<file path="config.mk">
export PLATFORM = sky130hd
export DESIGN_NAME = xmul_unit
export DESIGN_NICKNAME = d
export VERILOG_FILES = /design/src/xdata_pkg.sv /design/src/xmul_unit.sv
export VERILOG_INCLUDE_DIRS = /design/src /design/src/include
export SDC_FILE = /design/constraint.sdc
export NUM_CORES = 1
export LEC_CHECK = 0
export BUFFER_PORTS_ARGS = -buffer_cell sky130_fd_sc_hd__buf_2
export CAP_MARGIN = 15
export CELL_PAD_IN_SITES_DETAIL_PLACEMENT = 1
export CELL_PAD_IN_SITES_GLOBAL_PLACEMENT = 1
export CORE_ASPECT_RATIO = 2
export CORE_MARGIN = 3
export CORE_UTILIZATION = 30
export CTS_BUF_LIST = sky130_fd_sc_hd__clkbuf_8
export DETAILED_ROUTE_END_ITERATION = 16
export PLACE_DENSITY = 0.59
export SYNTH_ARGS = -nofsm -noshare
export SYNTH_HDL_FRONTEND = slang
export SYNTH_SLANG_ARGS = --single-unit
</file>
<file path="constraint.sdc">
create_clock -name rst -period 1 [get_ports rst]
set_input_delay 0.1 -clock rst [delete_from_list [all_inputs] [get_ports rst]]
set_output_delay 0.1 -clock rst [all_outputs]
set_load 0.01 [all_outputs]
</file>
<file path="src/include/xdata_params.svh">
/*
 * data engine geometry
 * word width, memory size, bus size and control field widths
 */
`ifndef XDATA_PARAMS_SVH
`define XDATA_PARAMS_SVH

// datapath word
`define DATA_W 16

// two dual-port memories of 64 words each
`define N_MEM 2
`define MEM_ADDR_W 6

// data bus sources and their select width
`define N_SRC 8
`define SEL_W 3

// host address widths, top bit of the control address picks the control register
`define CTR_ADDR_W 8
`define DATA_ADDR_W 7

// port B write delay
`define DELAY_W 3

// fixed data bus slots
`define SRC_ZERO 0
`define SRC_ONE 1
`define SRC_MEM0A 2
`define SRC_ALU0 6
`define SRC_MUL0 7

`endif

</file>
<file path="src/xdata_pkg.sv">
/*
 * data engine types
 * bus words, data bus layout, unit configuration and control states
 */
`include "xdata_params.svh"

package xdata_pkg;

   typedef logic [`DATA_W-1:0] data_word_t;
   typedef logic [`MEM_ADDR_W-1:0] mem_addr_t;
   typedef logic [`SEL_W-1:0] src_sel_t;
   // word count, 0 up to a full memory
   typedef logic [`MEM_ADDR_W:0] mem_cnt_t;
   typedef logic [`DELAY_W-1:0] delay_t;

   // slots: 0, 1, mem0 A/B, mem1 A/B, alu0, mul0
   typedef data_word_t [`N_SRC-1:0] data_bus_t;

   typedef enum logic [2:0] {
      ALU_ADD,
      ALU_SUB,
      ALU_AND,
      ALU_OR,
      ALU_XOR,
      ALU_PASS
   } alu_op_e;

   typedef struct packed {
      logic      enable;
      src_sel_t  sel;
      mem_addr_t start;
      mem_cnt_t  count;
      delay_t    delay;
   } mem_port_cfg_t;

   typedef struct packed {
      src_sel_t sel_a;
      src_sel_t sel_b;
      alu_op_e  op;
   } alu_cfg_t;

   typedef struct packed {
      src_sel_t sel_a;
      src_sel_t sel_b;
   } mul_cfg_t;

   typedef struct packed {
      mem_port_cfg_t mem0_a;
      mem_port_cfg_t mem0_b;
      mem_port_cfg_t mem1_a;
      mem_port_cfg_t mem1_b;
      alu_cfg_t      alu0;
      mul_cfg_t      mul0;
   } engine_cfg_t;

   typedef enum logic {
      ENG_IDLE,
      ENG_RUN
   } eng_state_e;

endpackage

</file>
<file path="src/xmul_unit.sv">
/*
 * multiplier unit
 * registered low word of the product of two bus operands
 */
`timescale 1ns/1ns
`include "xdata_params.svh"

module xmul_unit (
   input  logic                  clk,   // asynchronous reset, active high
   input  logic                  rst,   // clock
   input  xdata_pkg::data_bus_t  bus_in,
   input  xdata_pkg::mul_cfg_t   cfg,
   output xdata_pkg::data_word_t result
);
   import xdata_pkg::*;

   data_word_t op_a;
   data_word_t op_b;
   data_word_t prod_lo;

   assign op_a = bus_in[cfg.sel_a];
   assign op_b = bus_in[cfg.sel_b];

   // word-sized context keeps only the low half
   assign prod_lo = op_a * op_b;

   always_ff @(posedge rst or posedge clk) begin
      if (clk)
         result <= '0;
      else
         result <= prod_lo;
   end

endmodule

</file>
## Word level (Yosys, flattened, before mapping)

Index checks and enable logic that the tools add are counted.

- $mul: 1
- Magnitude comparators: 2
- Muxes and demuxes: 4

Operators by type and width:

| kind | count |
|---|---|
| $bmux W16 S3 | 2 |
| $mux W16 | 2 |
| $mul A16 B16 Y16 | 1 |
| $lt A3 B4 Y1 const B | 2 |

- Bits in registers: 16
- Output and inout port bits: 16
- Logic and storage cells: 8

## Longest topological paths before layout

- Depth after elaboration: 3
- Depth in mapped cells: 28
- Depth with buffers taken out: 24

## Worst setup path after synthesis

No wires, ideal clock.

- Kind: input -> register
- From: in cfg[1] in the netlist's numbering
- To: reg result[13]
- Library setup time: 80 ps
- Arrival time: 5632 ps
- Slack: -4712 ps
- Stages: 23
- Path buffers: 3
- Path through: buf_6 buf_12 mux4_1 mux2_2 clkbuf_1 nor2b_1 fa_1 inv_1 fa_1 inv_1 ha_1 fa_1 fa_1 inv_1 fa_1 inv_1 ha_1 or2_2 o311a_1 o21a_1 o21ai_0 nor2b_1 xnor2_1

- Longest elaborated chain between the ends: 3

Ends and longest elaborated chain:

| item | RTL line | RTL |
|---|---|---|
| start, declared | xmul_unit.sv:12 | `input xdata_pkg::mul_cfg_t cfg,` |
| $bmux W16 S3 | xmul_unit.sv:22 | `assign op_b = bus_in[cfg.sel_b];` |
| $mux W16 (implied by the code) | xmul_unit.sv:22 |  |
| $mul A16 B16 Y16 | xmul_unit.sv:25 | `assign prod_lo = op_a * op_b;` |
| net prod_lo[13] | xmul_unit.sv:19 | `data_word_t prod_lo;` |
| end signal, assigned | xmul_unit.sv:31 | `result <= prod_lo;` |
| end, declared | xmul_unit.sv:13 | `output xdata_pkg::data_word_t result` |

The timed path passes the listed nets, and every way through them passes these cells. The select of a mux whose other input is x is not followed.

## Final worst setup path

- From: in cfg[3] in the netlist's numbering
- To: reg result[15]

- Longest elaborated chain between the ends: 3

Ends and longest elaborated chain:

| item | RTL line | RTL |
|---|---|---|
| $bmux W16 S3 | xmul_unit.sv:21 | `assign op_a = bus_in[cfg.sel_a];` |
| $mux W16 (implied by the code) | xmul_unit.sv:21 |  |
| $mul A16 B16 Y16 | xmul_unit.sv:25 |  |
| net prod_lo[15] | xmul_unit.sv:19 |  |

The timed path passes the listed nets, and every way through them passes these cells. The select of a mux whose other input is x is not followed.

==> results.toml <==
[worst_setup_path]
crit_path_end_kind = "flip-flop"
cp-start-kind = "input port"
cp.required_ps = 1180
cp-startpoint = "cfg[3]"
criticalPathCategory = "input port to flip-flop"
path_max_fanout = 7
arrival_ps = 5670

[clock_tree]
cts.clk_slew.worst_paths_ps = 70
htreeDepth = 1
tritoncts = "done"
clockRootBuffer = "clkbuf_8"
cts_buffer_depth = 2
cts_num_sinks = 16
cts_buffers = 3

[place]
port_buffers = 151
place_congestion = 0.902
place_area_um2 = 8820
hpwl_mm = 20.5

[finish]
nFillCells = 2392
largest_register = "result"
multiInputGateArea_um2 = 6000
fin_nets = 1180
utilization = 0.465
drive_above_1_share = 0.571
final_cell_area_um2 = 9770
seq_area_um2 = 400
largest_register_ffs = 16
syn_to_final_growth_pct = 51.7
reg_top3 = "result: 16 flops"

[sta]
setup_viol = 16
hold_ws_ps = 386
max_freq_ghz = 0.182
tightestPinTransition_ps = 420
post-route-period-util = 5.49
hold_viol_final = 0
relSlewSlack = 0.719
timing.final.ws_setup_ps = -4490
rsz0062_at_grt = "yes"
timing.final.max_slew_violations = 0
post-route-min-period_ps = 5490

[global_route]
grt_max_degree = 20
track_usage = 0.204
grt_pass1_wl_mm = 36.0
grt_pass1_vias = 7014
grt_antenna_before_repair = 2
gr-total-overflow = 0

[detailed_routing]
vias = 5756
via_per_inst = 4.85
wl_per_cell_um = 19.9
ant_nets = 0
drt_wl_total_mm = 23.6
first_pass_iters = 4
remaining_drc_errors = 0
drtIter0Drc = 133

[synth]
synth_cell_types = 40
netlist_instances = 609
avgSynthCellArea_um2 = 10.6
async_flop_share = 1.00
yosysTopAreaCellShare = 0.249
synth_edf_count = 0
synth.net_count = 874
ys_top_cells_by_area = "fa_1 (25%), mux4_2 (12%), mux4_1 (10%)"
synth-seq-area-share = 0.0622
ys_ff_latch = 16
synthesis.area_um2 = 6440
synth_area_leader_cell = "fa_1"
ys_warn_count = 0
ys.flop_type = "dfrtp_1"

[floorplanning]
io_pins = 152
num_rows = 75
die_h_um = 213
die-area_um2 = 23400
fp.coreArea_um2 = 21000
die_x_um = 110
start_util = 0.306

[run]
maxCapViolCount = 0

[run_status]
status = "complete, but fails checks"
violations = "negative setup slack"

[hold_path]
hold_class = "input port to async pin"

[pwr]
ir_drop_v = 0.00366
finalPower_uw = 40100
p_per_area_nw_per_um2 = 4110
p_leak_uw = 0.00459
## path summary, 6_finish.rpt
kind,slack [ps],end
worst max-delay path,-4490,result[15]$_DFF_PP0_
worst min-delay path,390,result[5]$_DFF_PP0_
max in group asynchronous,430,result[8]$_DFF_PP0_
min in group rst,660,result[0]$_DFF_PP0_
## report_power, final
part           total, µW  internal, µW  leakage (µW)  switching [µW]
clock network        593           350     0.0000288             243
logic              38200         20600       0.00437           17600
registers           1360          1300      0.000188            57.2
total              40100         22200       0.00459           17900
## repair_timing
action | CTS | global route
gates cloned | 4 | 0
endpoints found under the hold margin | 16 | 0
setup endpoints to repair | 16 | 16
resized for setup | 83 | 43
buffers inserted | 26 | 13
pin swaps | 33 | 27
hold buffers | 1 | 0
## worst max-delay path: stages
cell and delay, ps:
buf_12 130, buf_12 130, buf_4 110, mux4_2 490, mux2_4 280, nor2b_4 130
fa_1 490, inv_2 40, fa_1 490, fa_1 580, fa_1 430, fa_1 470
fa_2 370, xor2_2 160, xnor2_1 140, xnor2_1 190, xnor2_1 150, xnor2_1 160
xnor2_1 160, xnor2_1 170, xnor2_1 160, xnor2_1 140
## Yosys cell counts (13+ instances only)
master	instances
or2_2	22
fa_1	80
mux4_2	33
ha_1	49
nor2_1	71
inv_1	116
mux2i_1	19
nand2_1	28
xnor2_1	35
dfrtp_1	16
mux4_1	25
nor2b_1	16
mux2_2	13
## per-stage QoR
| stage | setup slack, ps | cells | TNS, ps |
|---|---|---|---|
| after floorplan | -4490 | 609 | -48960 |
| after global placement | -5000 | 1136 | -56010 |
| after detailed placement | -5130 | 1136 | -57130 |
| after CTS | -4480 | 1171 | -48720 |
| after global routing | -4700 | 1185 | -50940 |
| final | -4490 | 1187 | -48720 |
## per-layer routing
| layer | vias to the layer above | track usage | part of all wire | routed length [µm] |
|---|---|---|---|---|
| met4 | 0 | 0.130 | 0.066 | 1550 |
| met1 | 2892 | 0.174 | 0.29 | 6770 |
| met3 | 59 | 0.00787 | 0.022 | 527 |
| met5 | - | 0 | 0 | 0 |
| li1 | 2645 | - | - | - |
| met2 | 160 | 0.431 | 0.63 | 14800 |
## cell families (layout without fill, tap and decap cells)
| family | count (synthesis) | count (layout) | synth area share |
|---|---|---|---|
| AOI/OAI and AO/OA | 25 | 25 | 0.0288 |
| xor gates and xnor gates | 39 | 39 | 0.0542 |
| adders and majority gates | 129 | 129 | 0.344 |
| buffers and inverters | 142 | 447 | 0.0964 |
| DFF | 16 | 16 | 0.0622 |
| muxes | 100 | 100 | 0.300 |
| other | 0 | 4 | 0 |
| and+or+nand+nor | 158 | 158 | 0.115 |
## layout by cell type (no fill, tap or decap), types with 4 or more instances in the layout
cell and count:
nand2_1 23, clkbuf_8 4, mux4_1 16, nor2b_4 5
mux4_2 42, nor2_2 10, inv_1 95, dfrtp_1 16
nor2_1 60, o21a_1 4, buf_8 7, mux2_4 9
diode_2 4, fa_1 71, mux2i_1 14, or2_2 16
buf_2 147, buf_4 127, inv_2 20, nand2b_4 4
or2_4 6, nand2b_1 7, mux2i_4 10, ha_1 23
fa_2 9, nor2b_1 10, buf_12 17, xnor2_1 34
nand2_2 7, buf_16 4, buf_6 24, ha_4 23
mux2_2 6
## final cells by class
cell class	instances	area share
tap	269	0.0345
antenna	4	0.00102
clock buffer	4	0.00564
multi-input combinational	451	0.614
inverter	116	0.0450
timing repair buffer	327	0.259
sequential	16	0.0410
Note: power is estimated with default switching activity, not from simulation.
