**src/include/xdata_params.svh**
```systemverilog
/*
 * data engine geometry
 * word width, memory size, bus size and control field widths
 */
`ifndef XDATA_PARAMS_SVH
`define XDATA_PARAMS_SVH

// datapath word
`define DATA_W 16

// two dual-port memories of 64 words each
`define N_MEM 2
`define MEM_ADDR_W 6

// data bus sources and their select width
`define N_SRC 8
`define SEL_W 3

// host address widths, top bit of the control address picks the control register
`define CTR_ADDR_W 8
`define DATA_ADDR_W 7

// port B write delay
`define DELAY_W 3

// fixed data bus slots
`define SRC_ZERO 0
`define SRC_ONE 1
`define SRC_MEM0A 2
`define SRC_ALU0 6
`define SRC_MUL0 7

`endif

```
**src/xdata_pkg.sv**
```systemverilog
/*
 * data engine types
 * bus words, data bus layout, unit configuration and control states
 */
`include "xdata_params.svh"

package xdata_pkg;

   typedef logic [`DATA_W-1:0] data_word_t;
   typedef logic [`MEM_ADDR_W-1:0] mem_addr_t;
   typedef logic [`SEL_W-1:0] src_sel_t;
   // word count, 0 up to a full memory
   typedef logic [`MEM_ADDR_W:0] mem_cnt_t;
   typedef logic [`DELAY_W-1:0] delay_t;

   // slots: 0, 1, mem0 A/B, mem1 A/B, alu0, mul0
   typedef data_word_t [`N_SRC-1:0] data_bus_t;

   typedef enum logic [2:0] {
      ALU_ADD,
      ALU_SUB,
      ALU_AND,
      ALU_OR,
      ALU_XOR,
      ALU_PASS
   } alu_op_e;

   typedef struct packed {
      logic      enable;
      src_sel_t  sel;
      mem_addr_t start;
      mem_cnt_t  count;
      delay_t    delay;
   } mem_port_cfg_t;

   typedef struct packed {
      src_sel_t sel_a;
      src_sel_t sel_b;
      alu_op_e  op;
   } alu_cfg_t;

   typedef struct packed {
      src_sel_t sel_a;
      src_sel_t sel_b;
   } mul_cfg_t;

   typedef struct packed {
      mem_port_cfg_t mem0_a;
      mem_port_cfg_t mem0_b;
      mem_port_cfg_t mem1_a;
      mem_port_cfg_t mem1_b;
      alu_cfg_t      alu0;
      mul_cfg_t      mul0;
   } engine_cfg_t;

   typedef enum logic {
      ENG_IDLE,
      ENG_RUN
   } eng_state_e;

endpackage

```
**src/xalu_unit.sv**
```systemverilog
/*
 * ALU unit
 * two operands picked from the data bus, result registered
 */
`timescale 1ns/1ns
`include "xdata_params.svh"

module xalu_unit (
   input  logic                  clk,   // asynchronous reset, active high
   input  logic                  rst,   // clock
   input  xdata_pkg::data_bus_t  bus_in,
   input  xdata_pkg::alu_cfg_t   cfg,
   output xdata_pkg::data_word_t result
);
   import xdata_pkg::*;

   data_word_t op_a;
   data_word_t op_b;
   data_word_t alu_nxt;

   assign op_a = bus_in[cfg.sel_a];
   assign op_b = bus_in[cfg.sel_b];

   always_comb begin
      case (cfg.op)
         ALU_ADD:  alu_nxt = op_a + op_b;
         ALU_SUB:  alu_nxt = op_a - op_b;
         ALU_AND:  alu_nxt = op_a & op_b;
         ALU_OR:   alu_nxt = op_a | op_b;
         ALU_XOR:  alu_nxt = op_a ^ op_b;
         ALU_PASS: alu_nxt = op_a;
         // unused encodings
         default:  alu_nxt = '0;
      endcase
   end

   // one cycle from operands to bus
   always_ff @(posedge rst or posedge clk) begin
      if (clk)
         result <= '0;
      else
         result <= alu_nxt;
   end

endmodule

```
**config.mk**
```make
export PLATFORM = sky130hd
export DESIGN_NAME = xalu_unit
export DESIGN_NICKNAME = d
export VERILOG_FILES = /design/src/xdata_pkg.sv /design/src/xalu_unit.sv
export VERILOG_INCLUDE_DIRS = /design/src /design/src/include
export SDC_FILE = /design/constraint.sdc
export NUM_CORES = 1
export LEC_CHECK = 0
export CORE_MARGIN = 4
export CORE_UTILIZATION = 40
export DETAILED_ROUTE_END_ITERATION = 7
export DONT_BUFFER_PORTS = 1
export PLACE_DENSITY = 0.54
export SYNTH_ARGS = -nofsm -noshare
export SYNTH_HDL_FRONTEND = slang
export SYNTH_SLANG_ARGS = --single-unit
```
**constraint.sdc**
```tcl
create_clock -name rst -period 0.8 [get_ports rst]
set_input_delay 0.04 -clock rst [delete_from_list [all_inputs] [get_ports rst]]
set_output_delay 0.04 -clock rst [all_outputs]
set_load 0.01 [all_outputs]
```
### Word-level counts from Yosys, hierarchy flattened

Index checks and enable logic that the tools add are counted.

| operators by class | value |
|---|---|
| $add $sub $neg | 2 |
| $lt $le $gt $ge | 2 |
| equal/unequal tests | 5 |
| mux-type cells | 5 |
| bitwise logic cells | 3 |
| reduce and logical (&&, ||, !) cells | 1 |

Operators with widths:

| kind | number |
|---|---|
| 16-bit binary-select mux with 3-bit select | 2 |
| 16-bit one-hot mux with 6 select lines | 1 |
| 16-bit two-way mux | 2 |
| 16-bit adder | 1 |
| 16-bit AND | 1 |
| 16-bit OR | 1 |
| 16-bit subtractor | 1 |
| 16-bit bitwise XOR | 1 |
| 3-bit by 4-bit less-than comparator with 1-bit output, second input constant | 2 |
| 3-bit by 2-bit equality test with 1-bit output, second input constant | 2 |
| 3-bit equality test, second input constant | 2 |
| 3-bit by 1-bit equality test with 1-bit output, second input constant | 1 |
| 3-bit logical NOT | 1 |

| word-level totals | value |
|---|---|
| register bits after elaboration | 16 |
| input port bits | 139 |
| output and inout bits | 16 |
| logic and storage cells | 19 |

### Logic depth before layout (Yosys ltp)

| logic depth | value |
|---|---|
| depth in word-level cells | 4 |
| mapped depth | 19 |
| mapped depth without buffers | 15 |

### Worst setup path before layout

Ideal clock, no wire load.

| timing path | value |
|---|---|
| path kind | input to register |
| start | in cfg[4] (netlist name) |
| end | reg result[13] |
| library setup time | 0.083 ns |
| arrival | 3.579 ns |
| required time | 0.717 ns |
| setup slack | -2.862 ns |
| stages | 18 |
| buffers on the path | 4 |
| cells stage by stage | buf_6 buf_12 buf_2 mux4_2 mux2i_1 ha_1 a41oi_1 xnor2_1 ha_1 clkbuf_1 a21o_1 a21oi_1 nor3b_1 a211oi_1 nor3_1 xnor2_1 o21ai_0 o21ai_0 |

| between the ends | value |
|---|---|
| longest elaborated chain between the ends | 4 |
| elaborated cells on any way between the ends | 8 |
| classes of those cells | add/sub (2); mux (3); bitwise (3) |

RTL lines:

| what | line | text |
|---|---|---|
| start, declared | xalu_unit.sv:12 | `input xdata_pkg::alu_cfg_t cfg,` |
| 16-bit binary-select mux with 3-bit select (*) | xalu_unit.sv:22 | `assign op_b = bus_in[cfg.sel_b];` |
| 16-bit two-way mux (not written as such) (*) | xalu_unit.sv:22 |  |
| 16-bit subtractor, or another cell as far along | xalu_unit.sv:27 | `ALU_SUB: alu_nxt = op_a - op_b;` |
| 16-bit one-hot mux with 6 select lines (*) | xalu_unit.sv:25 | `case (cfg.op)` |
| net alu_nxt[13] | xalu_unit.sv:19 | `data_word_t alu_nxt;` |
| end signal, assigned | xalu_unit.sv:42 | `result <= alu_nxt;` |
| end, declared | xalu_unit.sv:13 | `output xdata_pkg::data_word_t result` |

Mark *: on every way through the listed nets, which the timed path passes. The rest lies on a longest branch. The select of a mux whose other input is x is not followed.

### Worst setup path after layout

| timing path | value |
|---|---|
| start | in cfg[4] (netlist name) |
| end | reg result[10] |

The elaborated chain is that of the path after synthesis.

==> impl_metrics.py <==
metrics = {
    "placement": {
        "place_area_um2": 5460,
        "io_buffers": 0,
        "dp_hpwl_um": 11700,
        "dp.cells": 676,
        "gp_congestion": 0.895,
    },
    "cts": {
        "clk_pin_slew_worst_paths_ns": 0.05,
        "numCtsBuffers": 3,
        "ctsLongestPathBuffers": 2,
        "cts_tree": "yes",
        "cts_sinks": 16,
        "cts-root-buf": "clkbuf_16",
        "cts_max_level": 1,
    },
    "route": {
        "wl_met3_um": 1250,
        "firstDrtPassIters": 4,
        "wl_per_cell_um": 20.5,
        "met2_length_um": 6810,
        "top_layer": "met4",
        "drt-vias-per-instance": 5.94,
        "met1_length_um": 6050,
        "ant_nets": 0,
        "wl_um": 14300,
        "drc_errors": 0,
        "drtIter0Drc": 175,
        "vias": 4128,
    },
    "min_path": {
        "hold_depth": 1,
        "hold_end": "result[13]",
        "hp-class": "in -> reg",
        "worstHoldStart": "cfg[1]",
    },
    "setup_path": {
        "arrival_ns": 2.89,
        "critPathKind": "in -> reg",
        "worstPathMaxFanout": 36,
        "critPathRequiredTime_ns": 0.93,
        "cp-end-kind": "flip-flop",
        "startpoint": "cfg[4]",
        "start_kind": "input port",
    },
    "synth": {
        "synth_seq_cells": 16,
        "synthArstFlopShare_pct": 100,
        "synth_edf_count": 0,
        "synth_warnings": 0,
        "syn_nets": 655,
        "ys.flop_type": "dfrtp_1",
        "synth.avg_cell_area_um2": 9.79,
        "synth_cells": 467,
        "syn-cell-area_um2": 4570,
        "ys_seq_area_share_pct": 8.76,
        "ys_types": 50,
    },
    "grt": {
        "grt_pass1_wl_um": 22900,
        "grt_pass1_vias": 4411,
        "grt.overflow.total": 0,
        "grt_max_degree": 40,
        "antenna_found_initial": 0,
        "grtUsageTotal_pct": 21.5,
    },
    "flow_run": {
        "drv_cap": 0,
    },
    "sta": {
        "final.min_clock_period_ns": 2.76,
        "slew_violations": 0,
        "final.setup.tns_ns": -26.18,
        "period_share_pct": 345,
        "holdWs_ns": -0.108,
        "rsz0062_at_grt": "true",
        "finalSetupViolCount": 16,
        "tightest_slew_ns": 0.615,
        "max_freq_mhz": 362,
        "slew_headroom_pct": 58.9,
        "hold_viol": 8,
        "timing.final.ws_setup_ns": -1.96,
    },
    "layout": {
        "largestRegisters": "result (16)",
        "layout_commonest_cell": "buf_4",
        "fillerInstances": 1014,
        "layout-drive-gt1-share_pct": 46.1,
        "final_cell_mix": "108 x buf_4, 63 x mux4_2, 42 x ha_1",
        "largest_reg_flops": 16,
        "nets": 744,
        "n_antenna_cell": 0,
        "postLayoutCellArea_um2": 5910,
        "areaGrowthSynthToFinish_pct": 29.3,
        "final_cells": 695,
        "regMostFlops": "result",
    },
    "floorplanning": {
        "core-area_um2": 11000,
        "fp.dieH_um": 115,
        "die_area_um2": 13200,
        "initial_core_util_pct": 41.4,
        "die_w_um": 115,
        "ios": 155,
        "num_rows": 38,
    },
    "pwr": {
        "vdd.ir_drop.worst_uv": 949,
        "leakage_nw": 2.44,
        "powerDensity_nw_per_um2": 1440,
    },
    "run_status": {
        "violations": "negative hold slack, negative setup slack",
        "status": "finished with violations",
    },
}
==> per-layer routing <==
| layer | GRT usage, % | vias up |
|---|---|---|
| li1 | - | 1963 |
| met3 | 4.74 | 14 |
| met5 | 0 | - |
| met1 | 29.7 | 1971 |
| met2 | 35.3 | 180 |
| met4 | 3.44 | 0 |
==> synth_stat cells, types with 3 or more instances <==
library cell	n	area, µm²
a21oi_1	29	145
nor2b_1	6	37.5
or3_1	6	37.5
a222oi_1	3	30.0
mux2i_1	20	200
mux4_2	60	1350
a211oi_1	8	60.1
nand3_1	5	25.0
ha_1	48	601
nand2b_1	5	31.3
mux4_1	4	105
inv_1	33	124
mux2i_4	6	135
clkbuf_1	22	82.6
xor2_1	3	26.3
dfrtp_1	16	400
nor3_1	10	50.1
buf_2	7	35.0
nor3b_1	6	45.0
inv_2	3	11.3
nor2_1	26	97.6
xnor2_1	22	193
mux2_2	8	90.1
nand2_1	34	128
o21ai_0	35	175
a31oi_1	4	25.0
o22ai_1	5	31.3
==> worst max-delay path: stages <==
cell and delay (ns):
mux4_2 0.52, mux2i_4 0.20, nand3_2 0.12, nor4b_4 0.29
nor2_1 0.09, xnor2_1 0.14, ha_2 0.38, buf_4 0.13
buf_6 0.09, nand3_2 0.07, a211oi_2 0.21, buf_4 0.16
nor3_2 0.04, xor2_1 0.15, o21ai_1 0.08, o21a_1 0.19
==> worst max path at each step <==
stage	cells after the start	end	slack [ns]
after CTS	15	result[11]	-1.98
final	16	result[10]	-1.96
after global placement	14	result[14]	-2.30
after detailed placement	14	result[14]	-2.37
after floorplan	18	result[13]	-2.41
after global routing	15	result[15]	-2.13
==> layout make-up <==
cell class / instances / area [µm²] / share of cell area [%]
multi-input cells: 381 / 4190 / 70.9
repair buffers: 118 / 920 / 15.6
flip-flops and latches: 16 / 400 / 6.78
well taps: 140 / 175 / 2.96
inverters: 36 / 138 / 2.33
clock buffers: 4 / 88.8 / 1.50
==> power by group <==
group	internal (mW)	switching [mW]
registers	1.00	0.189
clock network	0.758	0.293
logic	3.52	2.77
total	5.28	3.25
==> cell families after synthesis <==
group | Yosys count | share of synthesized area (%)
DFF | 16 | 8.76
AOI/OAI and AO/OA | 99 | 12.8
xor gates and xnor gates | 25 | 4.79
buffers and inverters | 70 | 6.62
muxes | 98 | 41.2
adders and majority gates | 49 | 13.6
and+or+nand+nor | 110 | 12.2
==> metrics by stage <==
stage | setup slack [ns] | power, mW | utilization [%]
6_report | -1.96 | 8.53 | 53.6
5_1_grt | -2.13 | 9.22 | 53.6
4_1_cts | -1.98 | 8.13 | 52.0
3_5_place_dp | -2.37 | 6.62 | 49.5
3_3_place_gp | -2.30 | 6.53 | 49.5
2_1_floorplan | -2.41 | 4.99 | -
==> timing repair <==
| action | in CTS | in global routing |
|---|---|---|
| gates resized for setup | 35 | 26 |
| hold buffers | 2 | 1 |
| endpoints found under the hold margin | 25 | 9 |
| endpoints found under the setup margin | 16 | 16 |
| pin swaps | 31 | 28 |
| setup buffers | 7 | 5 |
No activity file was read; power rests on OpenSTA's default activity.
