## src/include/xdata_params.svh

```systemverilog
/*
 * data engine geometry
 * word width, memory size, bus size and control field widths
 */
`ifndef XDATA_PARAMS_SVH
`define XDATA_PARAMS_SVH

// datapath word
`define DATA_W 16

// two dual-port memories of 64 words each
`define N_MEM 2
`define MEM_ADDR_W 6

// data bus sources and their select width
`define N_SRC 8
`define SEL_W 3

// host address widths, top bit of the control address picks the control register
`define CTR_ADDR_W 8
`define DATA_ADDR_W 7

// port B write delay
`define DELAY_W 3

// fixed data bus slots
`define SRC_ZERO 0
`define SRC_ONE 1
`define SRC_MEM0A 2
`define SRC_ALU0 6
`define SRC_MUL0 7

`endif

```

## src/xdata_pkg.sv

```systemverilog
/*
 * data engine types
 * bus words, data bus layout, unit configuration and control states
 */
`include "xdata_params.svh"

package xdata_pkg;

   typedef logic [`DATA_W-1:0] data_word_t;
   typedef logic [`MEM_ADDR_W-1:0] mem_addr_t;
   typedef logic [`SEL_W-1:0] src_sel_t;
   // word count, 0 up to a full memory
   typedef logic [`MEM_ADDR_W:0] mem_cnt_t;
   typedef logic [`DELAY_W-1:0] delay_t;

   // slots: 0, 1, mem0 A/B, mem1 A/B, alu0, mul0
   typedef data_word_t [`N_SRC-1:0] data_bus_t;

   typedef enum logic [2:0] {
      ALU_ADD,
      ALU_SUB,
      ALU_AND,
      ALU_OR,
      ALU_XOR,
      ALU_PASS
   } alu_op_e;

   typedef struct packed {
      logic      enable;
      src_sel_t  sel;
      mem_addr_t start;
      mem_cnt_t  count;
      delay_t    delay;
   } mem_port_cfg_t;

   typedef struct packed {
      src_sel_t sel_a;
      src_sel_t sel_b;
      alu_op_e  op;
   } alu_cfg_t;

   typedef struct packed {
      src_sel_t sel_a;
      src_sel_t sel_b;
   } mul_cfg_t;

   typedef struct packed {
      mem_port_cfg_t mem0_a;
      mem_port_cfg_t mem0_b;
      mem_port_cfg_t mem1_a;
      mem_port_cfg_t mem1_b;
      alu_cfg_t      alu0;
      mul_cfg_t      mul0;
   } engine_cfg_t;

   typedef enum logic {
      ENG_IDLE,
      ENG_RUN
   } eng_state_e;

endpackage

```

## src/xdata_ctrl.sv

```systemverilog
/*
 * data engine control
 * host address decode, run start, configuration shadow,
 * run/idle state and host read-back
 */
`timescale 1ns/1ns
`include "xdata_params.svh"

module xdata_ctrl (
   input  logic                    clk,   // asynchronous reset, active high
   input  logic                    rst,   // clock
   input  logic                    ctr_valid,
   input  logic                    ctr_we,
   input  logic [`CTR_ADDR_W-1:0]  ctr_addr,
   input  xdata_pkg::data_word_t   ctr_data_in,
   input  logic                    data_valid,
   input  logic [`DATA_ADDR_W-1:0] data_addr,
   input  xdata_pkg::data_bus_t    data_bus,
   input  logic [2*`N_MEM-1:0]     mem_done,
   input  xdata_pkg::engine_cfg_t  config_bus,
   output logic [`N_MEM-1:0]       ctr_mem_sel,
   output logic [`N_MEM-1:0]       data_mem_sel,
   output logic                    run_start,
   output xdata_pkg::engine_cfg_t  cfg,
   output xdata_pkg::data_word_t   ctr_data_out,
   output xdata_pkg::data_word_t   data_data_out
);
   import xdata_pkg::*;

   eng_state_e state;
   logic       ctrl_reg_sel;
   logic       run_strobe;
   logic       ctr_rd_pend;
   logic [`DATA_ADDR_W-`MEM_ADDR_W-1:0] ctr_mem_q;
   logic [`DATA_ADDR_W-`MEM_ADDR_W-1:0] data_mem_q;
   data_word_t ctr_rd_word;
   data_word_t ctr_hold;

   // port B slot of memory m, it carries host reads while idle
   function automatic src_sel_t port_b_slot(input int m);
      return src_sel_t'(`SRC_MEM0A + 2*m + 1);
   endfunction

   assign ctrl_reg_sel = ctr_valid & ctr_addr[`CTR_ADDR_W-1];
   assign run_strobe   = ctrl_reg_sel & ctr_we & ctr_data_in[0];

   always_comb begin
      ctr_mem_sel  = '0;
      data_mem_sel = '0;
      for (int j = 0; j < `N_MEM; j++) begin
         if (ctr_valid && !ctr_addr[`CTR_ADDR_W-1] &&
             int'(ctr_addr[`CTR_ADDR_W-2:`MEM_ADDR_W]) == j)
            ctr_mem_sel[j] = 1'b1;
         if (data_valid && int'(data_addr[`DATA_ADDR_W-1:`MEM_ADDR_W]) == j)
            data_mem_sel[j] = 1'b1;
      end
   end

   always_ff @(posedge rst or posedge clk) begin
      if (clk) begin
         state       <= ENG_IDLE;
         run_start   <= 1'b0;
         cfg         <= '0;
         ctr_rd_pend <= 1'b0;
         ctr_mem_q   <= '0;
         data_mem_q  <= '0;
         ctr_hold    <= '0;
      end else begin
         run_start <= run_strobe;
         if (run_strobe)
            cfg <= config_bus;
         case (state)
            ENG_IDLE: if (run_strobe) state <= ENG_RUN;
            // done levels only fall on run_start, so skip that cycle
            ENG_RUN:  if (!run_start && &mem_done) state <= ENG_IDLE;
            default:  state <= ENG_IDLE;
         endcase
         ctr_rd_pend <= |ctr_mem_sel && !ctr_we;
         if (|ctr_mem_sel)
            ctr_mem_q <= ctr_addr[`CTR_ADDR_W-2:`MEM_ADDR_W];
         if (data_valid)
            data_mem_q <= data_addr[`DATA_ADDR_W-1:`MEM_ADDR_W];
         if (ctr_rd_pend)
            ctr_hold <= ctr_rd_word;
      end
   end

   assign ctr_rd_word   = data_bus[port_b_slot(int'(ctr_mem_q))];
   assign data_data_out = data_bus[port_b_slot(int'(data_mem_q))];

   // status is combinational, memory words held until the next read
   always_comb begin
      if (ctrl_reg_sel)
         ctr_data_out = data_word_t'(state == ENG_IDLE);
      else if (ctr_rd_pend)
         ctr_data_out = ctr_rd_word;
      else
         ctr_data_out = ctr_hold;
   end

endmodule

```

## config.mk

```make
export PLATFORM = sky130hd
export DESIGN_NAME = xdata_ctrl
export DESIGN_NICKNAME = d
export VERILOG_FILES = /design/src/xdata_pkg.sv /design/src/xdata_ctrl.sv
export VERILOG_INCLUDE_DIRS = /design/src /design/src/include
export SDC_FILE = /design/constraint.sdc
export NUM_CORES = 1
export LEC_CHECK = 0
export BUFFER_PORTS_ARGS = -buffer_cell sky130_fd_sc_hd__buf_2
export CELL_PAD_IN_SITES_DETAIL_PLACEMENT = 1
export CELL_PAD_IN_SITES_GLOBAL_PLACEMENT = 1
export CORE_AREA = 2 2 153 155
export CTS_BUF_LIST = sky130_fd_sc_hd__clkbuf_16
export DETAILED_ROUTE_END_ITERATION = 8
export DIE_AREA = 0 0 155 157
export GPL_TIMING_DRIVEN = 0
export PLACE_DENSITY_LB_ADDON = 0.05
export SLEW_MARGIN = 0
export SYNTH_ARGS = -nofsm -noshare
export SYNTH_HDL_FRONTEND = slang
export SYNTH_SLANG_ARGS = --single-unit
```

## constraint.sdc

```tcl
create_clock -name rst -period 11.1 [get_ports rst]
set_input_delay 1.665 -clock rst [delete_from_list [all_inputs] [get_ports rst]]
set_output_delay 1.665 -clock rst [all_outputs]
set_load 0.05 [all_outputs]
```

; Word-level counts from Yosys, hierarchy flattened
; Index checks and enable logic that the tools add are counted.
[totals]
regBits = 116
inputBits = 263
output_inout_bits = 132
[classes]
add_sub_neg = 4
n_lt_le_gt_ge = 2
muxes = 13
bitwise_logic = 6
reduce_logical = 12
[op_table]
columns = cell, n
row1 = 16-bit binary-select mux with 3-bit select, 2
row2 = 16-bit 2-to-1 mux, 4
row3 = "3-bit by 4-bit less-than comparator with 1-bit output, second input constant", 2
row4 = 1-bit logical AND, 7
row5 = "2-bit by 2-bit adder with 3-bit output, first input constant", 2
row6 = "3-bit by 1-bit adder with 3-bit output, second input constant", 2
row7 = 1-bit 2-to-1 mux, 6
row8 = 4-bit AND reduction, 1
row9 = 1-bit AND, 3
row10 = 1-bit logical NOT, 3
row11 = 1-bit inverter, 3
row12 = 1-bit case mux with 2 select lines, 1
row13 = 2-bit OR reduction, 1

; Depth between registers and ports, before layout
[depth]
depth_word = 6
depth_mapped = 5
ltp_nobuf = 3

; Worst setup path after synthesis
; OpenSTA, ideal clock, no wires.
[synth_path]
path_kind = input to output
start = input port ctr_valid
end = output port ctr_data_out[0]
arrival_time_ns = 2.709
required_time_ns = 9.435
slack_ns = 6.726
stages = 3
cell_sequence = nand2_1 clkbuf_1 o22ai_1
[synth_between]
elab_chain_cells = 2
[synth_rtl]
columns = item, line_no
row1 = "start, declared", xdata_ctrl.sv:12  ; input logic ctr_valid,
row2 = 1-bit AND, xdata_ctrl.sv:44  ; assign ctrl_reg_sel = ctr_valid & ctr_addr[`CTR_ADDR_W-1];
row3 = 16-bit 2-to-1 mux, xdata_ctrl.sv:93  ; if (ctrl_reg_sel)
row4 = "end, declared", xdata_ctrl.sv:25  ; output xdata_pkg::data_word_t ctr_data_out,
; Every way passes these cells.

; Worst setup path after layout
[layout_path]
start = input port ctr_valid
end = output port ctr_data_out[2]
; The elaborated chain is that of the path after synthesis.

==> flow_summary.ini <==
[finish]
area.growth.synth_to_final_pct = 48.20
fin_nets = 883
drive_above_1_share_pct = 68.40
final_cell_mix = 281 x buf_2, 116 x dfrtp_1, 84 x mux2_2
layout_commonest_cell = buf_2

[clocking]
root_buffer = clkbuf_16
cts_tree = built
clockBufferDepth = 2
post_cts_buffers = 0
clkSlewWorstSetupHoldPaths_ns = 0.05
cts_htree_levels = 4
cts_repair_resize_count = 0
insertion_delay_ns = 0.40
cts_buffers = 17
cts_hold_buffers = 0
clock_sinks = 116

[power_and_ir_drop]
p_leak_nw = 3.720
p_seq_share_pct = 31.8
powerDensity_mw_per_mm2 = 240.3
p_switching_mw = 0.6984
p_int_mw = 1.043
pwr-share-clk_pct = 32.2
p_sw_share_pct = 40.10
combPwrFrac_pct = 36.0
max-vdd-ir-drop_v = 0.00008656

[sta]
setup_ws_ns = 6.554
max_freq_mhz = 220.0
maxSlewViolCount = 0
rsz0062_at_grt = no
finalSetupViolations = 0
post-route-period-util_pct = 40.95
min_period_ns = 4.546
setup_tns_ns = 0
skew_ns = 0.004637
hold_violations = 0
relSlewSlack_pct = 67.69
tightest_slew_ns = 0.4846

[grt]
grt_max_degree = 71
track_usage_pct = 12.68
grt_antenna_before_repair = 2
grt_pass1_wl_um = 23540
grt_pass1_vias = 4078
grt_remaining_overflow = 0

[floorplanning]
rows = 55
die_area_mm2 = 0.02434
io_pins = 395
die_h_um = 157
die_x_um = 155
core_area_mm2 = 0.02250
initial_core_util_pct = 21.73

[detailed_routing]
drt_iter0_markers = 102
drt_wl_total_um = 15290
antenna_left = 0
drc = 0
dr.pass1.iters = 4
vias_per_cell = 4.004
routedWlPerCell_um = 16.62
vias = 3684

[synthesis]
avgSynthCellArea_um2 = 14.87
seq_area_frac_synth_pct = 59.35
synth_area_mm2 = 0.004891
synth-async-reset-ratio_pct = 100.0
netlist_instances = 329
ys.flop_type = dfrtp_1
ys_warn_count = 0
ys_ff_latch = 116
synth.distinct_cells = 20
synth_edf_count = 0
syn_nets = 592

[place]
numPortBuffers = 271
pre_cts_slack_ns = 6.503
dp_hpwl_um = 11880
gp_congestion = 0.7222

[critical_path]
worstSetupPathType = input port to output port
crit_arrival_ns = 2.88
worst-path-max-fanout = 10
end_kind = output port
cp.required_ns = 9.44
crit_path_start_kind = input port

[run_status]
status = finished, final reports clean

[worst_hold_path]
min_path_type = register to register

[flow_run]
max-cap-violations = 0
registers in the layout, summed over array words and instances, names as in the netlist:
signal,cells
ctr_hold,16
data_mem_q,1
run_start,1
state,1
ctr_mem_q,1
cfg,95
ctr_rd_pend,1
worst max-delay path, stage by stage:
cell and delay [ns]:
buf_2 0.12, nand2_1 0.22, clkbuf_1 0.40, and2_1 0.20
buf_2 0.27
cells by family after synthesis:
family | after synthesis | synth area share [%]
mux | 128 | 31.21
flops | 116 | 59.35
simple gates | 43 | 4.528
buf+inv | 22 | 2.788
compound gates | 20 | 2.123
cell usage after synthesis (all sizes together) (2+ instances only):
library cell	number	area (um^2)
a21oi	15	75.07
and2	17	106.4
buf	16	113.9
clkbuf	3	11.26
dfrtp	116	2903
inv	3	11.26
mux2	112	1366
mux2i	16	160.2
nand2b	2	12.51
nor2	20	75.07
o21ai	3	15.01
cell type report:
cell class / count / area (um^2)
fillers: 2545 / 15250
flip-flops and latches: 116 / 2903
multi-input cells: 191 / 1852
repair buffers: 272 / 1384
clock buffers: 17 / 425.4
well taps: 285 / 356.6
clock inverters: 15 / 181.4
plain buffers: 19 / 125.1
inverters: 3 / 16.27
diodes: 2 / 5.005
path summary, 6_finish.rpt:
check / start / endpoint / slack (ns) / cells past startpoint
worst max-delay path: ctr_valid / ctr_data_out[2] / 6.55 / 5
worst min-delay path: ctr_hold[0]$_DFF_PP0_ / ctr_hold[0]$_DFF_PP0_ / 0.49 / 2
worst max register to register: ctr_rd_pend$_DFF_PP0_ / ctr_hold[0]$_DFF_PP0_ / 9.83 / 4
worst min register to register: ctr_hold[0]$_DFF_PP0_ / ctr_hold[0]$_DFF_PP0_ / 0.49 / 2
max in group asynchronous: clk / cfg[85]$_DFFE_PP0P_ / 9.09 / 3
min in group asynchronous: clk / cfg[78]$_DFFE_PP0P_ / 1.29 / 2
power groups by stage:
stage | registers (mW) | logic (mW) | clock network (mW)
after floorplan | 0.831 | 0.195 | 0
after global placement | 0.557 | 0.629 | 0
after detailed placement | 0.560 | 0.637 | 0
after CTS | 0.555 | 0.637 | 0.584
after global routing | 0.567 | 0.660 | 0.607
final | 0.553 | 0.627 | 0.561
metrics by stage:
step	cell area, um^2	util, %	hold WS, ns	std cells	power, mW
3_5_place_dp	6636	29.49	0.4886	886	1.197
3_3_place_gp	6604	29.35	0.4740	885	1.186
6_report	7248	32.21	0.4924	920	1.742
4_1_cts	7243	32.19	0.5022	918	1.776
2_1_floorplan	4891	-	0.4529	329	1.027
5_1_grt	7243	32.19	0.5123	918	1.834
metal layers:
| layer | share of wire [%] | wire, um | vias up | GRT usage (%) |
|---|---|---|---|---|
| li1 | - | - | 1729 | - |
| met5 | 0 | 0 | - | 0 |
| met4 | 1.1 | 165 | 0 | 3.616 |
| met2 | 49 | 7430 | 165 | 20.99 |
| met1 | 41 | 6295 | 1781 | 14.87 |
| met3 | 9.2 | 1402 | 9 | 5.699 |
Note: power is estimated with default switching activity, not from simulation.
