$ cat config.mk
export PLATFORM = sky130hd
export DESIGN_NAME = xmem_unit
export DESIGN_NICKNAME = d
export VERILOG_FILES = /design/src/xdata_pkg.sv /design/src/xmem_unit.sv
export VERILOG_INCLUDE_DIRS = /design/src /design/src/include
export SDC_FILE = /design/constraint.sdc
export NUM_CORES = 2
export LEC_CHECK = 0
export ABC_AREA = 1
export CAP_MARGIN = 10
export CORE_AREA = 3 3 468 238
export DETAILED_ROUTE_END_ITERATION = 12
export DIE_AREA = 0 0 471 241
export DONT_BUFFER_PORTS = 1
export PLACE_DENSITY = 0.73
export SYNTH_ARGS = -nofsm -noshare
export SYNTH_HDL_FRONTEND = slang
export SYNTH_SLANG_ARGS = --single-unit
$ cat constraint.sdc
create_clock -name rst -period 2.85 [get_ports rst]
set_input_delay 0.57 -clock rst [delete_from_list [all_inputs] [get_ports rst]]
set_output_delay 0.57 -clock rst [all_outputs]
set_load 0.05 [all_outputs]
$ cat src/include/xdata_params.svh
/*
 * data engine geometry
 * word width, memory size, bus size and control field widths
 */
`ifndef XDATA_PARAMS_SVH
`define XDATA_PARAMS_SVH

// datapath word
`define DATA_W 16

// two dual-port memories of 64 words each
`define N_MEM 2
`define MEM_ADDR_W 6

// data bus sources and their select width
`define N_SRC 8
`define SEL_W 3

// host address widths, top bit of the control address picks the control register
`define CTR_ADDR_W 8
`define DATA_ADDR_W 7

// port B write delay
`define DELAY_W 3

// fixed data bus slots
`define SRC_ZERO 0
`define SRC_ONE 1
`define SRC_MEM0A 2
`define SRC_ALU0 6
`define SRC_MUL0 7

`endif

$ cat src/xdata_pkg.sv
/*
 * data engine types
 * bus words, data bus layout, unit configuration and control states
 */
`include "xdata_params.svh"

package xdata_pkg;

   typedef logic [`DATA_W-1:0] data_word_t;
   typedef logic [`MEM_ADDR_W-1:0] mem_addr_t;
   typedef logic [`SEL_W-1:0] src_sel_t;
   // word count, 0 up to a full memory
   typedef logic [`MEM_ADDR_W:0] mem_cnt_t;
   typedef logic [`DELAY_W-1:0] delay_t;

   // slots: 0, 1, mem0 A/B, mem1 A/B, alu0, mul0
   typedef data_word_t [`N_SRC-1:0] data_bus_t;

   typedef enum logic [2:0] {
      ALU_ADD,
      ALU_SUB,
      ALU_AND,
      ALU_OR,
      ALU_XOR,
      ALU_PASS
   } alu_op_e;

   typedef struct packed {
      logic      enable;
      src_sel_t  sel;
      mem_addr_t start;
      mem_cnt_t  count;
      delay_t    delay;
   } mem_port_cfg_t;

   typedef struct packed {
      src_sel_t sel_a;
      src_sel_t sel_b;
      alu_op_e  op;
   } alu_cfg_t;

   typedef struct packed {
      src_sel_t sel_a;
      src_sel_t sel_b;
   } mul_cfg_t;

   typedef struct packed {
      mem_port_cfg_t mem0_a;
      mem_port_cfg_t mem0_b;
      mem_port_cfg_t mem1_a;
      mem_port_cfg_t mem1_b;
      alu_cfg_t      alu0;
      mul_cfg_t      mul0;
   } engine_cfg_t;

   typedef enum logic {
      ENG_IDLE,
      ENG_RUN
   } eng_state_e;

endpackage

$ cat src/xmem_unit.sv
/*
 * dual-port data memory
 * port A streams words onto the bus, port B writes a bus source
 * after a delay and serves host accesses when idle
 */
`timescale 1ns/1ns
`include "xdata_params.svh"

module xmem_unit (
   input  logic                     clk,   // asynchronous reset, active high
   input  logic                     rst,   // clock
   input  logic                     run_start,
   input  logic                     host_sel_ctr,
   input  logic                     host_sel_data,
   input  logic                     ctr_we,
   input  logic                     data_we,
   input  xdata_pkg::mem_addr_t     ctr_addr_w,
   input  xdata_pkg::mem_addr_t     data_addr_w,
   input  xdata_pkg::data_word_t    ctr_wdata,
   input  xdata_pkg::data_word_t    data_wdata,
   input  xdata_pkg::mem_port_cfg_t cfg_a,
   input  xdata_pkg::mem_port_cfg_t cfg_b,
   input  xdata_pkg::data_bus_t     bus_in,
   output xdata_pkg::data_word_t    out_a,
   output xdata_pkg::data_word_t    out_b,
   output logic                     done_a,
   output logic                     done_b
);
   import xdata_pkg::*;

   data_word_t mem [2**`MEM_ADDR_W];

   mem_addr_t a_addr;
   mem_cnt_t  a_left;
   mem_addr_t rd_addr_a;
   logic      stream_a;

   mem_addr_t b_addr;
   mem_cnt_t  b_left;
   delay_t    b_wait;
   logic      b_write;
   mem_addr_t addr_b;

   // first word is read on the run_start edge itself
   assign stream_a  = (run_start & cfg_a.enable) | ~done_a;
   assign rd_addr_a = run_start ? cfg_a.start : a_addr;

   always_ff @(posedge rst or posedge clk) begin
      if (clk) begin
         a_addr <= '0;
         a_left <= '0;
         done_a <= 1'b1;
      end else begin
         if (stream_a)
            a_addr <= rd_addr_a + 1'b1;
         if (run_start && cfg_a.enable) begin
            a_left <= cfg_a.count;
            done_a <= 1'b0;
         end else if (!done_a) begin
            if (a_left <= 1) begin
               a_left <= '0;
               done_a <= 1'b1;
            end else begin
               a_left <= a_left - 1'b1;
            end
         end
      end
   end

   // writes start delay cycles after run_start, delay 0 acts as 1
   assign b_write = ~done_b & (b_wait <= 1) & (b_left != 0);
   assign addr_b  = !done_b ? b_addr : (host_sel_ctr ? ctr_addr_w : data_addr_w);

   always_ff @(posedge rst or posedge clk) begin
      if (clk) begin
         b_addr <= '0;
         b_left <= '0;
         b_wait <= '0;
         done_b <= 1'b1;
      end else if (run_start && cfg_b.enable) begin
         b_addr <= cfg_b.start;
         b_left <= cfg_b.count;
         b_wait <= cfg_b.delay;
         done_b <= 1'b0;
      end else if (!done_b) begin
         if (b_wait > 1) begin
            b_wait <= b_wait - 1'b1;
         end else if (b_left != 0) begin
            b_addr <= b_addr + 1'b1;
            b_left <= b_left - 1'b1;
         end else begin
            done_b <= 1'b1;
         end
      end
   end

   // engine writes win over host writes
   always_ff @(posedge rst) begin
      if (b_write)
         mem[b_addr] <= bus_in[cfg_b.sel];
      else if (host_sel_ctr && ctr_we)
         mem[ctr_addr_w] <= ctr_wdata;
      else if (host_sel_data && data_we)
         mem[data_addr_w] <= data_wdata;
   end

   always_ff @(posedge rst) begin
      if (stream_a)
         out_a <= mem[rd_addr_a];
      out_b <= mem[addr_b];
   end

endmodule

== Word-level counts from Yosys, hierarchy flattened ==
Memories as Yosys holds them, arrays and structs flattened. A register that Yosys moved wholly into a read port is not among the register bits.
Cells that the tools add are included.
Word-level totals
  register bits after elaboration: 31
  memory bits (writable): 1024
  input port bits: 219
  output and inout port bits: 34
  logic and storage cells: 78
  memories kept: 1
Cells by class
  add/sub/neg operators: 5
  order comparisons: 4
  equal/unequal tests: 3
  multiplexer cells: 41
  bitwise operators: 6
  reductions and logical operators: 11
Memories
  mem: words 64, width 16, rd ports 2, clocked after memory_dff 2, wr ports 1, RTL line xmem_unit.sv:31  | data_word_t mem [2**`MEM_ADDR_W];
Operator list (count)
  $mux W6: 9
  $mux W7: 7
  $bmux W16 S3: 1
  $mux W16: 3
  $reduce_or A16 Y1: 2
  $mux W1: 18
  $sub A7 B1 Y7 const B: 2
  $add A6 B1 Y6 const B: 2
  $mux W3: 3
  $le A7 B1 Y1 const B: 1
  $reduce_bool A7 Y1: 1
  $logic_and A1 B1 Y1: 4
  $lt A3 B4 Y1 const B: 1
  $ne A2 B1 Y1 const B: 2
  $reduce_bool A2 Y1: 2
  $and A1 B1 Y1: 3
  $gt A3 B1 Y1 const B: 1
  $le A3 B1 Y1 const B: 1
  $reduce_and A3 Y1: 1
  $sub A3 B1 Y3 const B: 1
  $ne A2 B2 Y1 const B: 1
  $not A1 Y1: 2
  $reduce_and A2 Y1: 1
  $or A1 B1 Y1: 1

== Logic depth before layout (Yosys ltp) ==
  depth in word-level cells: 8
  depth in mapped cells: 15
  depth with buffers taken out: 13

== Worst setup path before layout ==
No wires, ideal clock.
  kind: input-to-reg
  start point: input port host_sel_ctr
  end point: memory mem[10][0] (netlist name) (enable)
  setup time: 0.388 ns
  data arrival time: 2.464 ns
  data required time: 2.462 ns
  path slack: -0.003 ns
  stages: 11
  path buffers: 2
  path through: buf_4 > nand2_2 > inv_2 > nor2_1 > nand2_4 > buf_4 > nand3_2 > nand2_2 > nor2_4 > nand3_2 > nor2_1
Between the ends
  longest elaborated chain between the ends: 7
  elaborated cells between the ends (all ways): 13
  those cells by class: 10 x mux; 3 x reduce/logical
RTL lines
  start: declaration: RTL line xmem_unit.sv:13  | input logic host_sel_ctr,
  $logic_and A1 B1 Y1 (*): RTL line xmem_unit.sv:101  | else if (host_sel_ctr && ctr_we)
  $mux W1: RTL line xmem_unit.sv:101
  $mux W1: RTL line xmem_unit.sv:99  | if (b_write)
  $mux W1 (not written as such): RTL line xmem_unit.sv:102  | mem[ctr_addr_w] <= ctr_wdata;
  $reduce_or A16 Y1 (no line)
  $mux W6 (no line) / $mux W1 (equally long branches) (2 in a row)
  end: declaration: RTL line xmem_unit.sv:31
Mark *: on every way between the ends. The rest lies on a longest branch, timed or not.

== Final worst setup path ==
  start point: register done_b
  end point: register out_b[5], read port of mem
Between the ends
  longest elaborated chain between the ends: 1
RTL lines
  start: declaration: RTL line xmem_unit.sv:27  | output logic done_b
  start signal: assignment: RTL line xmem_unit.sv:79  | done_b <= 1'b1;
  start signal: assignment: RTL line xmem_unit.sv:84  | done_b <= 1'b0;
  start signal: assignment: RTL line xmem_unit.sv:92  | done_b <= 1'b1;
  $mux W6: RTL line xmem_unit.sv:72  | assign addr_b = !done_b ? b_addr : (host_sel_ctr ? ctr_addr_w : data_addr_w);
  end: declaration: RTL line xmem_unit.sv:25  | output xdata_pkg::data_word_t out_b,
No other way between the ends.
A chain may end at the register's enable or synchronous reset.

==> results.sh <==
export IMPL_ir_drop_mv=0.621
export IMPL_path_delay_family="simple AND/OR/NAND/NOR gates"
export IMPL_antenna_found_initial=20
export IMPL_io_pins=253
export IMPL_syn_nets=6954
export IMPL_first_global_vias=48900
export IMPL_grt_max_degree=121
export IMPL_start_kind="flip-flop"
export IMPL_critPathMostFrequentCell="nand3_1"
export IMPL_place_gp_congestion=0.992
export IMPL_period_minus_slack_ps=2820
export IMPL_placed_area_mm2=0.0628
export IMPL_cp_end_kind="flip-flop"
export IMPL_grt_use_total=0.356
export IMPL_fin_crit_sh=0.990
export IMPL_required_ps=3390
export IMPL_total_power_uw=66400
export IMPL_gr_total_overflow=0
export IMPL_yosysWarnings=0
export IMPL_dp_cells=7997
export IMPL_max_clock_freq_ghz=0.354
export IMPL_clk_transition_reported_paths_ps=60
export IMPL_path_class="flip-flop to flip-flop"
export IMPL_whs_endpoint="a_left[2]"
export IMPL_synth_seq_cells=1087
export IMPL_cts_buffers=99
export IMPL_synth_ff_type="edfxtp_1"
export IMPL_path_cells="buf_4 -> o21ai_4 -> inv_4 -> buf_12 -> nand3_1 -> nand3_1 -> nand3_1 -> nand3_1 -> nand2_1"
export IMPL_layout_commonest_cell="nand3_1"
export IMPL_maxCapViolations=0
export IMPL_dpl_hpwl_um=134000
export IMPL_cts_root_buf="clkbuf_16"
export IMPL_clockBufferDepth=3
export IMPL_initial_core_util=0.549
export IMPL_fin_setup_tns_ps=0
export IMPL_ys_seq_area_frac=0.548
export IMPL_layout_common_cells="1691 x nand3_1, 1172 x nand2_1, 1040 x edfxtp_1"
export IMPL_die_width_um=471
export IMPL_min_path_type="input pin to flip-flop"
export IMPL_wl_per_cell_um=25.4
export IMPL_hold_start="cfg_a[5]"
export IMPL_worstMarginPinSlew_ps=887
export IMPL_final_cells=8208
export IMPL_port_buffers=0
export IMPL_fin_nets=6901
export IMPL_core_mm2=0.107
export IMPL_dieArea_mm2=0.114
export IMPL_drt_pass1_iterations=12
export IMPL_die_height_um=241
export IMPL_reg2reg_slack_ps=30
export IMPL_cpPeakStageDelay_ps=630
export IMPL_avgSynthCellArea_um2=8.77
export IMPL_cts_htree_levels=3
export IMPL_cts_tree="done"
export IMPL_r2r_start="done_b"
export IMPL_worstRegToRegCells=9
export IMPL_cts_sinks=1087
export IMPL_maxSlewViolCount=0
export IMPL_cp_slowest_cell="dfstp_2"
export IMPL_outcome="completed"
export IMPL_drive_gt1_frac=0.0942
export IMPL_drc=0
export IMPL_rows=85
export IMPL_rsz0062_at_grt="true"
export IMPL_yosys_area_top_type="edfxtp_1"
export IMPL_power_density_mw_per_mm2=999
export IMPL_syn_to_final_growth_pct=12.6
export IMPL_regToRegEndpoint="out_b[5]"
export IMPL_worstPathArrival_ps=3360
export IMPL_detail_route_iter0_violations=8553
export IMPL_synthDistinctLibCells=43
export IMPL_avgViaCountPerCell=6.37
export IMPL_synthCells=6727
export IMPL_hold_depth=2
export IMPL_power_leakage_uw=0.0269
export IMPL_cp_max_fo=64
export IMPL_setup_viol=0
export IMPL_design_area_mm2=0.0664
export IMPL_synthTopCellsByArea="edfxtp_1 53%, nand3_1 14%, nand2_1 7.6%"
export IMPL_synth_top_cell_area_share=0.529
export IMPL_clk_latency_ps=720
export IMPL_finalClockSkew_ps=33.2
export IMPL_final_fill_count=8618
export IMPL_syn_area_mm2=0.0590
export IMPL_worst_hold_slack_ps=40.9
export IMPL_synth_edff_count=1040
export IMPL_critPathBufInv=3
export IMPL_hold_violations=0
export IMPL_wl_um=209000
export IMPL_final_antenna_net_count=0
export IMPL_async_reset_ff_frac=0.0285
export IMPL_relSlewSlack=0.406
export IMPL_grt_pass1_wl_um=302000
export IMPL_vias=52300
-- layer usage --
| metal | part of all wire | track usage | vias up |
|---|---|---|---|
| li1 | - | - | 23000 |
| met1 | 0.37 | 0.478 | 24500 |
| met2 | 0.42 | 0.526 | 4095 |
| met3 | 0.15 | 0.108 | 673 |
| met4 | 0.056 | 0.185 | 0 |
| met5 | 0 | 0 | - |
-- area by class of cell --
class,count,area [um^2],share of cell area
Multi-Input combinational cell,4152,20800,0.312
Sequential cell,1087,32300,0.487
Inverter,983,3710,0.0559
Tap cell,1435,1800,0.0270
Antenna cell,19,47.5,0.000716
Timing Repair Buffer,351,4540,0.0684
Clock buffer,121,2600,0.0392
Clock inverter,60,637,0.00959
-- power breakdown --
group / internal, uW / total (uW) / switching [uW]
Sequential: 20100 / 21500 / 1390
Clock: 7660 / 13800 / 6170
Combinational: 9010 / 31000 / 22000
Total: 36800 / 66400 / 29600
-- flip-flops by register name, indices dropped and copies added, names as in the netlist --
register,count
a_left,7
a_addr,6
out_b,16
b_left,7
b_addr,6
done_b,1
out_a,16
mem,1024
done_a,1
b_wait,3
-- through the flow --
step                utilization  worst slack [ps]
floorplan                     -             -2.82
global placement          0.585              36.0
detailed placement        0.585              13.1
CTS                       0.615              5.41
global route              0.618             -41.8
finish                    0.618              27.8
-- cell usage after synthesis (16+ instances only) --
cell and number:
a21oi_1 263, buf_1 23, buf_2 299, buf_4 40
buf_6 17, clkbuf_1 128, dfrtp_1 29, dfxtp_1 16
edfxtp_1 1040, inv_1 964, nand2_1 1190, nand3_1 1696
nand3b_1 65, nor2_1 179, o211ai_1 279, o21ai_0 340
o32ai_1 33
-- logic make-up after synthesis --
logic type	synth area share
DFF	0.548
muxes	0.000191
adders and majority gates	0.00170
xor gates and xnor gates	0.00104
buffers and inverters	0.106
AOI/OAI and AO/OA	0.0947
and+or+nand+nor	0.249
-- how the worst max path moves through the flow --
stage / start / endpoint / depth (start not counted) / slack [ps]
finish: done_b / out_b[5] / 9 / 30
detailed placement: host_sel_ctr / out_b[15] / 14 / 10
global route: b_wait[1] / mem[27][7] / 14 / -40
global placement: b_wait[0] / mem[48][0] / 12 / 40
CTS: b_wait[0] / mem[49][5] / 12 / 5
floorplan: host_sel_ctr / mem[10][0] / 11 / -3
-- timing repair --
| action | CTS | global route |
|---|---|---|
| endpoints found under the setup margin | 15 | 1100 |
| pin swaps | 0 | 3 |
| gates resized for setup | 2 | 48 |
| setup buffers | 0 | 5 |
| hold buffers | 3 | 0 |
| cloned | 0 | 3 |
| hold endpoints to repair | 31 | 0 |
No activity file was read; power rests on OpenSTA's default activity.
